<file path="config.mk">
export PLATFORM = sky130hd
export DESIGN_NAME = spram_seq
export DESIGN_NICKNAME = d
export VERILOG_FILES = /design/src/spram_pkg.sv /design/src/spram_seq.sv
export SDC_FILE = /design/constraint.sdc
export NUM_CORES = 1
export LEC_CHECK = 0
export BUFFER_PORTS_ARGS = -buffer_cell sky130_fd_sc_hd__buf_2
export CAP_MARGIN = 20
export CORE_UTILIZATION = 43
export DETAILED_ROUTE_END_ITERATION = 12
export HOLD_SLACK_MARGIN = 0.02
export PLACE_DENSITY = 0.85
export SKIP_LAST_GASP = 1
export SLEW_MARGIN = 20
export SYNTH_ARGS = -nofsm -noshare
export SYNTH_HDL_FRONTEND = slang
export SYNTH_SLANG_ARGS = --single-unit
</file>
<file path="constraint.sdc">
create_clock -name clk -period 2.8 [get_ports clk]
set_input_delay 0.28 -clock clk [delete_from_list [all_inputs] [get_ports clk]]
set_output_delay 0.28 -clock clk [all_outputs]
set_load 0.1 [all_outputs]
</file>
<file path="src/spram_pkg.sv">
// scratchpad subsystem shared sizes, register map, command and sequencer state types
package spram_pkg;

    // datapath sizes
    localparam int DATA_W     = 32;          // memory word width
    localparam int ADDR_W     = 10;          // word address, 1024 words
    localparam int MACRO_W    = 8;           // width of one sram macro
    localparam int REG_ADDR_W = 3;           // host register index width
    localparam int FILL_W     = ADDR_W + 1;  // fill count, covers a full sweep

    // host register map
    typedef enum logic [REG_ADDR_W-1:0] {
        REG_ADDR     = 3'd0,  // word address
        REG_WDATA    = 3'd1,  // write / fill data
        REG_MASK     = 3'd2,  // per bit write mask, 1 writes
        REG_FILL_LEN = 3'd3,  // fill word count
        REG_CMD      = 3'd4,  // command launch, write only
        REG_RDATA    = 3'd5,  // readback, read only
        REG_STATUS   = 3'd6   // bit0 busy, bit1 dropped
    } reg_addr_e;

    // sequencer commands
    typedef enum logic [1:0] {
        CMD_NOP   = 2'd0,  // never launched
        CMD_WRITE = 2'd1,  // single masked write
        CMD_READ  = 2'd2,  // single read into RDATA
        CMD_FILL  = 2'd3   // run of masked writes
    } cmd_e;

    // sequencer FSM states
    typedef enum logic [2:0] {
        S_IDLE      = 3'd0,  // waiting for cmd_start
        S_WRITE     = 3'd1,  // one write cycle
        S_READ      = 3'd2,  // read request out
        S_READ_WAIT = 3'd3,  // macro Q valid this cycle
        S_FILL      = 3'd4   // one word per cycle
    } seq_state_e;

endpackage

</file>
<file path="src/spram_seq.sv">
// command sequencer driving the memory port for single write, single read and fill
`timescale 1ns/1ps

module spram_seq (
    input  logic                           clk,
    input  logic                           reset,      // active high synchronous reset
    // command side
    input  logic                           cmd_start,  // one cycle launch
    input  spram_pkg::cmd_e                cmd,        // command to run
    input  logic [spram_pkg::ADDR_W-1:0]   addr,       // start address
    input  logic [spram_pkg::DATA_W-1:0]   wdata,      // write / fill data
    input  logic [spram_pkg::DATA_W-1:0]   mask,       // per bit write mask
    input  logic [spram_pkg::FILL_W-1:0]   fill_len,   // words to fill
    output logic                           busy,       // level while running
    output logic                           rd_valid,   // read data this cycle
    output logic [spram_pkg::DATA_W-1:0]   rd_data,    // read word
    // memory port
    output logic                           mem_ce,
    output logic                           mem_we,
    output logic [spram_pkg::DATA_W-1:0]   mem_wmask,
    output logic [spram_pkg::ADDR_W-1:0]   mem_addr,
    output logic [spram_pkg::DATA_W-1:0]   mem_din,
    input  logic [spram_pkg::DATA_W-1:0]   mem_dout
);
    import spram_pkg::*;

    seq_state_e        state;     // FSM state
    logic [FILL_W-1:0] count_q;   // fill words left including current
    logic [ADDR_W-1:0] addr_q;    // current word address
    logic [DATA_W-1:0] wdata_q;   // latched data
    logic [DATA_W-1:0] mask_q;    // latched mask
    logic              launch;    // accepted start

    assign launch = (state == S_IDLE) && cmd_start;

    // FSM and fill counter
    always_ff @(posedge clk) begin
        if (reset) begin
            state   <= S_IDLE;
            count_q <= '0;
        end else begin
            case (state)
                S_IDLE: begin
                    if (cmd_start) begin
                        count_q <= fill_len;
                        case (cmd)
                            CMD_WRITE: state <= S_WRITE;
                            CMD_READ:  state <= S_READ;
                            CMD_FILL:  state <= S_FILL;
                            default:   state <= S_IDLE;  // nop does nothing
                        endcase
                    end
                end
                S_WRITE:     state <= S_IDLE;       // single cycle
                S_READ:      state <= S_READ_WAIT;  // macro registers Q
                S_READ_WAIT: state <= S_IDLE;
                S_FILL: begin
                    if (count_q <= FILL_W'(1)) begin
                        state <= S_IDLE;  // last word or empty fill
                    end else begin
                        count_q <= count_q - 1'b1;
                    end
                end
                default:     state <= S_IDLE;
            endcase
        end
    end

    // operands latched at launch and address stepped through a fill
    always_ff @(posedge clk) begin
        if (launch) begin
            addr_q  <= addr;
            wdata_q <= wdata;
            mask_q  <= mask;
        end else if (state == S_FILL) begin
            addr_q <= addr_q + 1'b1;  // wraps at top of array
        end
    end

    // memory port controls
    always_comb begin
        mem_ce = 1'b0;
        mem_we = 1'b0;
        case (state)
            S_WRITE: begin
                mem_ce = 1'b1;
                mem_we = 1'b1;
            end
            S_READ:  mem_ce = 1'b1;  // request with data next cycle
            S_FILL: begin
                mem_ce = (count_q != '0);  // zero length writes nothing
                mem_we = (count_q != '0);
            end
            default: ;
        endcase
    end

    assign mem_addr  = addr_q;
    assign mem_din   = wdata_q;
    assign mem_wmask = mask_q;

    assign busy     = (state != S_IDLE);
    assign rd_valid = (state == S_READ_WAIT);  // RDATA loads at the next edge
    assign rd_data  = mem_dout;

    // a write needs the enable and a known mask
    a_we_needs_ce: assert property (@(posedge clk) disable iff (reset)
        mem_we |-> (mem_ce && !$isunknown(mem_wmask)))
        else $error("spram_seq: mem_we without mem_ce or with an unknown mask");

endmodule

</file>
**After elaboration in Yosys (flattened, before gate mapping)**

Index checks and enable logic that the tools add are counted.

- Register bits: 88
- Output and inout port bits: 110
- Logic and storage cells: 38

- $add $sub $neg: 2
- Order comparisons: 1
- Equality and inequality tests: 10
- Muxes and demuxes: 11
- Reduce and logical (&&, ||, !) cells: 9

Operators by type and width:

| operator | number |
|---|---|
| 11-bit 2-to-1 mux | 2 |
| 11-bit case mux with 2 select lines | 1 |
| 10-bit 2-to-1 mux | 2 |
| 3-bit case mux with 3 select lines | 2 |
| 11-bit by 1-bit <= comparator with 1-bit output (second input constant) | 1 |
| 11-bit nonzero test | 1 |
| 11-bit by 1-bit subtractor with 11-bit output (second input constant) | 1 |
| 10-bit by 1-bit adder with 10-bit output (second input constant) | 1 |
| 3-bit by 2-bit == test with 1-bit output (second input constant) | 2 |
| 3-bit 2-to-1 mux | 2 |
| 2-bit inequality test (second input constant) | 3 |
| 2-bit == test (second input constant) | 2 |
| 1-bit case mux with 2 select lines | 2 |
| 2-bit nonzero test | 2 |
| 3-bit by 1-bit == test with 1-bit output (second input constant) | 1 |
| 3-bit == test (second input constant) | 1 |
| 3-bit logical NOT | 1 |
| 3-bit AND reduction | 1 |
| 3-bit nonzero test | 1 |
| 2-bit by 1-bit == test with 1-bit output (second input constant) | 1 |
| 2-bit AND reduction | 1 |
| 2-bit OR reduction | 1 |
| 1-bit logical AND | 1 |

**Longest topological paths before layout**

- Word-level depth: 4
- Gate-level depth with buffers: 7
- Gate-level depth less buffers: 6

**Worst setup path after synthesis**

Ideal clock, no wire load.

- Path type: reg2out
- Start point: register count_q[0]
- End point: output port mem_we
- Arrival time: 2305 ps
- Data required time: 2520 ps
- Slack: 215 ps
- Stages on the path, launching flop included: 6
- Cell sequence: dfxtp_1 -> inv_1 -> ha_1 -> nand4_1 -> nand3b_1 -> a21oi_1

- Cells in the longest elaborated chain, start to end: 2

Ends and longest elaborated chain:

| element | RTL line | RTL |
|---|---|---|
| start: declaration | spram_seq.sv:28 | `logic [FILL_W-1:0] count_q;` |
| start signal: assignment | spram_seq.sv:45 | `count_q <= fill_len;` |
| start signal: assignment | spram_seq.sv:61 | `count_q <= count_q - 1'b1;` |
| 11-bit nonzero test | spram_seq.sv:92 | `mem_we = (count_q != '0);` |
| 1-bit case mux with 2 select lines | spram_seq.sv:84 | `case (state)` |
| end: declaration | spram_seq.sv:19 | `output logic mem_we,` |

Every way passes these cells.

**Final worst setup path**

- Start point: register count_q[4]
- End point: output port mem_we

The elaborated chain is that of the path after synthesis.

==> results_dict.tcl <==
set metrics [dict create \
    status "finished clean" \
    ff2ff_setup_slack_ps 850 \
    dpl.hpwl_um 6930 \
    place_congestion 0.922 \
    rsz0062_at_grt "no" \
    ir_drop_v 0.000309 \
    ys_dominant_reg_cell "edfxtp_1" \
    synth_seq_cells 88 \
    crit_required_ps 2520 \
    die_area_sq_um 9260 \
    cts_root_buf "clkbuf_8" \
    grt.overflow.total 0 \
    synth-seq-area-share 0.656 \
    pwr-share-seq 0.441 \
    synth_area_leaders "edfxtp_1, dfxtp_1, buf_4" \
    async_flop_share 0 \
    drtAntennaViolNets 0 \
    p_leak_nw 1.94 \
    finalSetupViolCount 0 \
    worstPathCellList "nor4_1, nand4_1, nand3b_1, a21oi_1, buf_2" \
    post_cts_buffers 0 \
    timing.final.crit_share 0.785 \
    maxCapViolCount 0 \
    yosysMostFrequentCell "edfxtp_1" \
    wl_per_cell_um 17.3 \
    core-area_sq_um 8640 \
    holdPathStages 1 \
    critical_path_class "flip-flop to primary output" \
    antenna_cells 0 \
    worstSkewPairLatency_ps 350 \
    antenna_found_initial 0 \
    avgSynthCellArea_sq_um 13.8 \
    rows 34 \
    yosysWarnings 0 \
    synth_top_area_frac 0.582 \
    setup-tns-final_ps 0 \
    wl_um 9100 \
    cp.arrival_ps 1920 \
    cp-start-kind "flip-flop" \
    pin_count 232 \
    syn_inst 276 \
    critPathMaxFanout 9 \
    grt_pass1_vias 2554 \
    hold_start "mask[31]" \
    dieHeight_um 96.2 \
    syn-num-nets 402 \
    fin_skew_ps 9.09 \
    whs_endpoint "mem_wmask[31]" \
    synth-edff-count 74 \
    tightest_slew_ps 520 \
    ff2ff_path_depth 5 \
    grt_max_degree 90 \
    synth.distinct_cells 58 \
    initial_core_util 0.442 \
    p_clk_frac 0.237 \
    stdcell_count 526 \
    power_density_nw_per_um2 801 \
    htreeDepth 3 \
    path_buf_inv 1 \
    die_w_um 96.2 \
    hold_buffers 0 \
    track_usage 0.191 \
    swShare 0.409 \
    fin_hold_ws_ps 93.8 \
    critPathTopFamily "simple AND/OR/NAND/NOR gates" \
    area_delta_synth_final_pct 22.7 \
    fillers 753 \
    r2r-end "count_q[3]" \
    grt_pass1_wl_um 12900 \
    dp.cells 510 \
    max_slew_margin 0.650 \
    drt_iter0_drc 105 \
    drive_gt1_frac 0.476 \
    syn_area_sq_um 3820 \
    vias 2703 \
    power_frac_comb 0.321 \
    clock-sinks 88 \
    end_kind "primary output" \
    nets 539 \
    timing.fmax_ghz 0.455 \
    drc 0 \
    clk_path_buf_depth 2 \
    hold_path_class "input pin to flip-flop" \
    cts.clk_slew.worst_paths_ps 100 \
    cts_buffers 9 \
    p_switching_mw 1.54 \
    period_needed_ps 2200 \
    cts_resized 0 \
    cts_tree "built" \
    reg2reg_from "state[2]" \
    firstDrtPassIters 4 \
    port_buffers 167 \
    crit_slowest_cell "nor4_1" \
    cp_slowest_stage_delay_ps 520 \
    internal_power_mw 2.22 \
    synth_area_leader_cell "edfxtp_1" \
    viasPerCell 5.14 \
    hold_violations 0 \
    finalMaxSlewViolations 0 \
    yosys-top-cells-count "edfxtp_1, buf_4, nand2_1, dfxtp_1, o21ai_0" \
]
worst max path at each step:
stage / cells after the start / slack, ps / from / endpoint
3_5_place_dp: 5 / 840 / state[2] / count_q[3]
2_1_floorplan: 5 / 220 / count_q[0] / mem_we
5_1_grt: 6 / 430 / count_q[0] / mem_we
3_3_place_gp: 5 / 880 / state[2] / count_q[9]
6_report: 5 / 600 / count_q[4] / mem_we
4_1_cts: 6 / 590 / count_q[0] / mem_we
placed cells by master, fill, tap and decap left out, types with 5 or more instances in the layout:
master	count
nand3_1	5
clkbuf_8	9
a21oi_1	8
edfxtp_1	74
nand4_1	5
o21ai_0	14
dfxtp_1	14
buf_2	167
xor2_1	5
inv_1	12
nor2_1	12
nand2_1	17
logic make-up (layout without fill, tap and decap cells):
kind of cell,Yosys count,in the layout,share of synthesized area
buffers and inverters,56,198,0.101
AOI/OAI and AO/OA,54,54,0.111
DFF,88,88,0.656
adders and majority gates,4,4,0.0131
and+or+nand+nor,64,64,0.0967
xor gates and xnor gates,9,9,0.0207
muxes,1,1,0.00262
stage by stage:
step,setup slack [ps],area (sq um),power (mW),util
final,603,4680,3.75,0.542
after global routing,425,4680,3.90,0.542
after CTS,593,4680,3.78,0.542
after detailed placement,837,4480,2.89,0.519
after global placement,884,4480,2.87,0.519
after floorplan,215,3820,2.88,-
registers in the layout, indices dropped and copies added (netlist names):
signal     cells
mem_din       32
mem_wmask     32
count_q       11
mem_addr      10
state          3
routing by layer:
metal	global-route usage	part of all wire
met3	0.0545	0.10
met5	0	0
met4	0.102	0.024
met1	0.217	0.38
met2	0.325	0.50
cell type report:
| class | instances | area, sq um | share of cell area |
|---|---|---|---|
| timing repair buffer | 169 | 851 | 0.182 |
| tap | 108 | 135 | 0.0289 |
| multi-input combinational | 132 | 930 | 0.199 |
| sequential | 88 | 2500 | 0.534 |
| inverter | 13 | 61.3 | 0.0131 |
| clock buffer | 9 | 124 | 0.0265 |
| clock inverter | 7 | 78.8 | 0.0168 |
power by group through the flow:
stage / Sequential [mW] / Clock (mW) / Combinational (mW)
after detailed placement: 1.69 / 0 / 1.21
after floorplan: 2.35 / 0 / 0.539
after global routing: 1.67 / 0.960 / 1.26
after global placement: 1.68 / 0 / 1.19
final: 1.66 / 0.890 / 1.21
after CTS: 1.66 / 0.914 / 1.21
Note: power is estimated with default switching activity, not from simulation.
