==> src/spram_pkg.sv <==
// scratchpad subsystem shared sizes, register map, command and sequencer state types
package spram_pkg;

    // datapath sizes
    localparam int DATA_W     = 32;          // memory word width
    localparam int ADDR_W     = 10;          // word address, 1024 words
    localparam int MACRO_W    = 8;           // width of one sram macro
    localparam int REG_ADDR_W = 3;           // host register index width
    localparam int FILL_W     = ADDR_W + 1;  // fill count, covers a full sweep

    // host register map
    typedef enum logic [REG_ADDR_W-1:0] {
        REG_ADDR     = 3'd0,  // word address
        REG_WDATA    = 3'd1,  // write / fill data
        REG_MASK     = 3'd2,  // per bit write mask, 1 writes
        REG_FILL_LEN = 3'd3,  // fill word count
        REG_CMD      = 3'd4,  // command launch, write only
        REG_RDATA    = 3'd5,  // readback, read only
        REG_STATUS   = 3'd6   // bit0 busy, bit1 dropped
    } reg_addr_e;

    // sequencer commands
    typedef enum logic [1:0] {
        CMD_NOP   = 2'd0,  // never launched
        CMD_WRITE = 2'd1,  // single masked write
        CMD_READ  = 2'd2,  // single read into RDATA
        CMD_FILL  = 2'd3   // run of masked writes
    } cmd_e;

    // sequencer FSM states
    typedef enum logic [2:0] {
        S_IDLE      = 3'd0,  // waiting for cmd_start
        S_WRITE     = 3'd1,  // one write cycle
        S_READ      = 3'd2,  // read request out
        S_READ_WAIT = 3'd3,  // macro Q valid this cycle
        S_FILL      = 3'd4   // one word per cycle
    } seq_state_e;

endpackage

==> src/spram_regs.sv <==
// host register block holding operands, launching commands and returning readback and status
`timescale 1ns/1ps

module spram_regs (
    input  logic                           clk,
    input  logic                           reset,       // active high synchronous reset
    // host side
    input  logic                           reg_we,      // register write strobe
    input  logic                           reg_re,      // register read strobe
    input  spram_pkg::reg_addr_e           reg_addr,    // register index
    input  logic [spram_pkg::DATA_W-1:0]   reg_wdata,   // host write data
    output logic [spram_pkg::DATA_W-1:0]   reg_rdata,   // held until next reg_re
    // to sequencer
    output logic                           cmd_start,   // one cycle launch pulse
    output spram_pkg::cmd_e                cmd,         // launched command
    output logic [spram_pkg::ADDR_W-1:0]   addr,        // start word address
    output logic [spram_pkg::DATA_W-1:0]   wdata,       // write / fill data
    output logic [spram_pkg::DATA_W-1:0]   mask,        // per bit write mask
    output logic [spram_pkg::FILL_W-1:0]   fill_len,    // fill word count
    // from sequencer
    input  logic                           busy,        // command in progress
    input  logic                           rd_valid,    // readback strobe
    input  logic [spram_pkg::DATA_W-1:0]   rd_data      // readback word
);
    import spram_pkg::*;

    logic              dropped;    // sticky flag for a cmd that hit a busy sequencer
    logic [DATA_W-1:0] rdata_q;    // RDATA register
    logic              busy_any;   // busy including a launch in flight
    logic              cmd_write;  // host writes CMD this cycle
    cmd_e              cmd_w;      // command field of the host write
    logic [DATA_W-1:0] rd_mux;     // register read mux

    assign busy_any  = busy | cmd_start;  // seq sees cmd_start one edge late
    assign cmd_write = reg_we && (reg_addr == REG_CMD);
    assign cmd_w     = cmd_e'(reg_wdata[$bits(cmd_e)-1:0]);

    // operand registers and command launch
    always_ff @(posedge clk) begin
        if (reset) begin
            addr      <= '0;
            wdata     <= '0;
            mask      <= '0;
            fill_len  <= '0;
            cmd       <= CMD_NOP;
            cmd_start <= 1'b0;
            dropped   <= 1'b0;
        end else begin
            cmd_start <= 1'b0;  // pulse by default
            if (reg_we) begin
                case (reg_addr)
                    REG_ADDR:     addr     <= reg_wdata[ADDR_W-1:0];
                    REG_WDATA:    wdata    <= reg_wdata;
                    REG_MASK:     mask     <= reg_wdata;
                    REG_FILL_LEN: fill_len <= reg_wdata[FILL_W-1:0];
                    REG_STATUS:   dropped  <= 1'b0;  // any write clears
                    default:      ;
                endcase
            end
            if (cmd_write) begin
                if (busy_any) begin
                    dropped <= 1'b1;  // no queueing so flag it
                end else if (cmd_w != CMD_NOP) begin
                    cmd       <= cmd_w;
                    cmd_start <= 1'b1;
                end
            end
        end
    end

    // readback register
    always_ff @(posedge clk) begin
        if (reset) begin
            rdata_q <= '0;
        end else if (rd_valid) begin
            rdata_q <= rd_data;
        end
    end

    // host read mux with undefined slots reading 0
    always_comb begin
        case (reg_addr)
            REG_ADDR:     rd_mux = DATA_W'(addr);
            REG_WDATA:    rd_mux = wdata;
            REG_MASK:     rd_mux = mask;
            REG_FILL_LEN: rd_mux = DATA_W'(fill_len);
            REG_RDATA:    rd_mux = rdata_q;
            REG_STATUS:   rd_mux = DATA_W'({dropped, busy_any});
            default:      rd_mux = '0;  // CMD is write only
        endcase
    end

    always_ff @(posedge clk) begin
        if (reset) begin
            reg_rdata <= '0;
        end else if (reg_re) begin
            reg_rdata <= rd_mux;  // valid the cycle after the strobe
        end
    end

    // a launch makes the sequencer busy and blocks the next one
    a_start_pulse: assert property (@(posedge clk) disable iff (reset)
        cmd_start |=> (busy && !cmd_start))
        else $error("spram_regs: cmd_start repeated or not taken by the sequencer");

endmodule

==> config.mk <==
export PLATFORM = sky130hd
export DESIGN_NAME = spram_regs
export DESIGN_NICKNAME = d
export VERILOG_FILES = /design/src/spram_pkg.sv /design/src/spram_regs.sv
export SDC_FILE = /design/constraint.sdc
export NUM_CORES = 1
export LEC_CHECK = 0
export BUFFER_PORTS_ARGS = -buffer_cell sky130_fd_sc_hd__buf_2
export CAP_MARGIN = 20
export CORE_ASPECT_RATIO = 0.5
export CORE_UTILIZATION = 40
export CTS_BUF_LIST = sky130_fd_sc_hd__clkbuf_2 sky130_fd_sc_hd__clkbuf_4 sky130_fd_sc_hd__clkbuf_8
export DETAILED_ROUTE_END_ITERATION = 6
export MAX_ROUTING_LAYER = met4
export PLACE_DENSITY = 0.72
export SYNTH_ARGS = -nofsm -noshare
export SYNTH_HDL_FRONTEND = slang
export SYNTH_SLANG_ARGS = --single-unit
==> constraint.sdc <==
create_clock -name clk -period 3.1 [get_ports clk]
set_input_delay 0.155 -clock clk [delete_from_list [all_inputs] [get_ports clk]]
set_output_delay 0.155 -clock clk [all_outputs]
set_load 0.02 [all_outputs]
Word level (Yosys, flattened, before mapping)
Cells that the tools add are included.
{ "op_classes": {"eq_ne": 6, "n_mux": 6, "n_bitwise": 3, "n_reduce_logical": 9} }
{ "ops": {"columns": ["operator", "n"], "rows": [
  ["32-bit one-hot mux with 6 select lines", 1],
  ["3-bit equality test (second input constant)", 3],
  ["2-bit AND reduction", 4],
  ["3-bit by 2-bit equality test with 1-bit output (second input constant)", 2],
  ["1-bit two-way mux", 5],
  ["3-bit by 1-bit equality test with 1-bit output (second input constant)", 1],
  ["3-bit zero test", 1],
  ["3-bit AND reduction", 1],
  ["3-bit OR reduction", 1],
  ["1-bit inverter", 2],
  ["2-bit nonzero test", 1],
  ["1-bit logical AND", 1],
  ["1-bit OR", 1]
]} }
{ "totals": {"register_bits": 153, "inputBits": 73, "out_inout_bits": 120, "elab_cells": 33} }

Logic depth before layout (Yosys ltp)
{ "depth": {"ltp_word": 5, "mapped_depth": 8, "ltp_nobuf": 4} }

Worst setup path before layout
Ideal clock, no wire load.
{ "synth_path": {"path_kind": "input to register", "startpoint": "input port reg_addr[0]", "endpoint": "register reg_rdata[11] (netlist name)", "setup_time_ns": 0.128, "arrival_ns": 1.138, "t_required_ns": 2.972, "setup_slack_ns": 1.834, "path_stages": 8, "n_path_buf": 4, "path_cell_list": "buf_6 -> nor2b_4 -> buf_6 -> and2_1 -> buf_6 -> buf_8 -> a22oi_2 -> o21ai_1"} }
{ "synth_via": {"elab_chain_cells": 2, "elab_cells_between_ends": 7, "cone_classes": "eq/ne: 5; mux: 1; reduce/logical: 1"} }
{ "synth_lines": {"columns": ["element", "line_no", "source"], "rows": [
  ["start, declared", "spram_regs.sv:10", "input spram_pkg::reg_addr_e reg_addr,"],
  ["3-bit equality test, or another cell as far along", "spram_regs.sv:82", "case (reg_addr)"],
  ["32-bit one-hot mux with 6 select lines *", "spram_regs.sv:82", null],
  ["end signal, assigned", "spram_regs.sv:97", "reg_rdata <= rd_mux;"],
  ["end, declared", "spram_regs.sv:12", "output logic [spram_pkg::DATA_W-1:0] reg_rdata,"]
]} }
Mark *: on every way between the ends. The rest lies on a longest branch, timed or not.
A chain may end at the register's enable or synchronous reset.

Final worst setup path
{ "layout_path": {"startpoint": "input port reg_we", "endpoint": "register wdata[1] (netlist name)"} }
{ "layout_via": {"elab_chain_cells": 1} }
{ "layout_lines": {"columns": ["element", "line_no", "source"], "rows": [
  ["start, declared", "spram_regs.sv:8", "input logic reg_we,"],
  ["2-bit AND reduction (no line)", null, null],
  ["end signal, assigned", "spram_regs.sv:53", "REG_WDATA: wdata <= reg_wdata;"],
  ["end, declared", "spram_regs.sv:17", "output logic [spram_pkg::DATA_W-1:0] wdata,"]
]} }
Every way passes these cells.

==> results by group <==
Run status
  – Status: complete, no violations

Synth
  – EDFF count, synth: 0
  – Top-area cell type share of the netlist area: 49.2%
  – Cells after synthesis: 720
  – Yosys Warn Count: 0
  – Syn nets: roughly 790
  – Yosys top cell by area: dfxtp_1
  – Syn avg cell area: just under 9 um^2
  – Seq cells post-synth: approximately 150
  – Area contributors post-synth: dfxtp_1 49%, nand2_1 12%, a21oi_1 7.1%, mux2i_1 7.1%, a22oi_2 3.8%
  – Synth cell types: slightly above 40
  – Predominant post-synthesis flop cell: dfxtp_1
  – Sequential share of the synthesized area: 49.2%
  – Post-synth ARST share: 0%
  – Post-Syn Area: just over 6000 um^2

Critical path
  – Most used cell, CP: nand2_1
  – Worst-path fanout max: 20
  – CP Cell Sequence: dlygate4sd3_1, buf_2, nor2b_1, nand2_1, buf_12, nand2_1, a21oi_1
  – Slowest stage delay, CP: roughly 0.53 ns
  – Kind of critical path: in -> reg
  – CP Buf/Inv Count: 3
  – Critical path origin: reg_we
  – Worst Path Arrival: around 2.2 ns
  – CP Capture Type: flip-flop
  – CP delay by family, top: buffers and inverters
  – Slowest CP cell: dlygate4sd3_1
  – Startpoint Class: input pin
  – Worst EP required: between 3 and 4 ns
  – FF-to-FF Start: rdata_q[1]

Floorplanning
  – Die Wd: about 180 um
  – Core footprint: ~15000 um^2
  – Num ports: 193
  – Initial core utilization: between 40% and 50%
  – Full die area: between 15000 and 20000 um^2
  – # rows: 31
  – Die Height: approximately 90 um

GRT
  – Vias in the first global route: 5825
  – Pin count of the biggest net entering global routing: 51
  – Initial antenna violation count: 1
  – GRT overflow: 0
  – GRT Util Overall: between 20% and 30%
  – First-pass GRT wire length: a little over 30000 um

Timing
  – Fmax: about 500 MHz
  – Slew @ Worst Pin: roughly 1.0 ns
  – Slew headroom: 30.7%
  – Clk_skew: roughly 0.013 ns
  – Fin. Hold Viols: 0
  – Post-route setup slack: between 1 and 1.5 ns
  – Final period utilization: 63.0%
  – RSZ-0062 raised after global routing: no
  – Slew Limit Fails: 0
  – # setup viols final: 0
  – Setup Total Neg Slack: 0 ns
  – Min cycle time layout: roughly 2.0 ns

Final layout
  – Design area: approximately 8200 um^2
  – Fillers: ~1400
  – Share of cells above drive strength 1: between 20 and 30%
  – Area grow syn2layout: 32.5%
  – Multi-input gate area: roughly 2800 um^2
  – Register area: about 3000 um^2
  – Final nets: slightly above 1000

Placed design
  – Place WS: about 1.1 ns
  – Placer Congestion: a little under 0.9
  – Port Buffers: ~190
  – Hpwl dp: 13200 um
  – Placed Area: between 7000 and 8000 um^2

Detailed routing
  – DR DRC count: 0
  – DRT Wirelength: between 15000 and 20000 um
  – DR vias: approximately 6000
  – Post-route ant nets: 0
  – Initial DRC count: between 400 and 500
  – Drt wl/cell: 16.9 um
  – Drt pass-1 iters: 5
  – DR vias/cell: slightly above 5

Min path
  – HP Start: reg_wdata[1]
  – Tightest Hold Check Type: in -> reg

Clocking
  – Num CTS Buffers: 17
  – CTS tree: done
  – Root Driver: clkbuf_8
  – Clock transition at the registers of the reported paths: approximately 0.090 ns
  – Setup bufs post-CTS: 0
  – # resized after CTS: 0
  – CTS Buffer Depth: 2
  – Clock Sinks: 153
  – H-tree levels: 4
  – CTS hold repair buffers: 63
  – Clock Latency Late Sink: 0.43 ns

Power
  – Design Power: about 3900 uW
  – PwrDens: roughly 480 nW/um^2
  – Worst VDD drop: around 300 uV
  – P_leak: 0.00351 uW

Job
  – Max-cap violations: 0
-- layout by cell type, fill, tap and decap left out, types with 3 or more instances in the layout --
cell,count
nor3_1,3
o21ai_0,6
inv_6,4
nand2_1,204
nor2_1,43
clkinvlp_4,4
nand3_1,3
clkbuf_8,17
and2_1,3
nor2b_1,3
mux2i_1,44
dlygate4sd3_1,64
a22oi_2,19
o21ai_1,24
o2bb2ai_1,3
a21oi_1,88
mux2_2,5
buf_4,13
a22oi_1,6
dfxtp_1,153
a22o_1,25
buf_2,191
a221o_1,4
a32oi_1,3
-- tightest hold or removal path: cells and delay by family --
family | cells | cell delay [ns]
buffers and inverters | 1 | 0.14
AND/OR/NAND/NOR | 1 | 0.07
AO/OA/AOI/OAI | 1 | 0.05
-- final cells by class --
| class | count | share of cell area (%) |
|---|---|---|
| sequential | 153 | 37.1 |
| clock buffer | 17 | 2.84 |
| timing repair buffer | 269 | 20.8 |
| tap | 198 | 3.00 |
| clock inverter | 14 | 1.70 |
| multi-input combinational | 506 | 34.4 |
| antenna | 1 | 0.0303 |
| inverter | 2 | 0.0910 |
-- state kept, by name, indices dropped and copies added (netlist names) --
name,count
dropped,1
wdata,32
addr,10
mask,32
reg_rdata,32
rdata_q,32
cmd,2
cmd_start,1
fill_len,11
-- stage by stage --
stage / utilization (%) / hold slack [ns] / std cells
3_3_place_gp: 48.8 / 0.391 / 1064
3_5_place_dp: 48.8 / 0.401 / 1064
4_1_cts: 55.6 / 0.00343 / 1158
5_1_grt: 55.7 / 0.0277 / 1160
2_1_floorplan: - / 0.271 / 720
6_report: 55.7 / 0.0300 / 1160
-- power by group --
part	switching (uW)	internal, uW	leakage (uW)	total (uW)
Clock	811	651	0.000179	1460
Sequential	37.1	2020	0.00124	2050
Combinational	250	182	0.00209	432
-- kinds of logic (layout without fill, tap and decap cells) --
kind of cell,Yosys count,in the layout,share of synthesized area (%)
flip-flops,153,153,49.2
multiplexers,50,50,8.16
AO/OA/AOI/OAI,185,185,20.0
other,0,1,0
buffers and inverters,61,302,5.29
AND/OR/NAND/NOR,271,271,17.3
-- worst paths after layout --
kind	end	slack, ns	cells past startpoint
max reg2reg	reg_rdata[1]	1.78	4
max	wdata[1]	1.15	7
min reg2reg	reg_rdata[29]	0.45	2
min	addr[1]	0.03	3
-- metal layers --
layer	vias to the layer above	GRT usage [%]	wire (um)
met1	2862	31.2	8540
li1	2910	-	-
met4	0	7.20	271
met5	-	-	0
met2	183	41.6	9490
met3	26	6.05	1290
-- synthesized netlist by cell type (2+ instances only) --
| master | number |
|---|---|
| nand2_1 | 204 |
| buf_6 | 4 |
| a32oi_1 | 3 |
| dfxtp_1 | 153 |
| and3_1 | 2 |
| nor2_1 | 44 |
| nor2b_1 | 4 |
| and2_1 | 3 |
| o21ai_0 | 6 |
| a22o_1 | 25 |
| nand4_1 | 2 |
| o2bb2ai_1 | 3 |
| a22oi_2 | 19 |
| mux2_2 | 5 |
| nand3_1 | 3 |
| buf_2 | 22 |
| buf_4 | 5 |
| a22oi_1 | 6 |
| and2b_1 | 2 |
| buf_1 | 5 |
| a21oi_1 | 88 |
| buf_8 | 2 |
| nor3_1 | 3 |
| o21ai_1 | 24 |
| a221oi_1 | 2 |
| mux2i_1 | 44 |
| clkbuf_1 | 20 |
| a221o_1 | 4 |
Note: power is estimated with default switching activity, not from simulation.
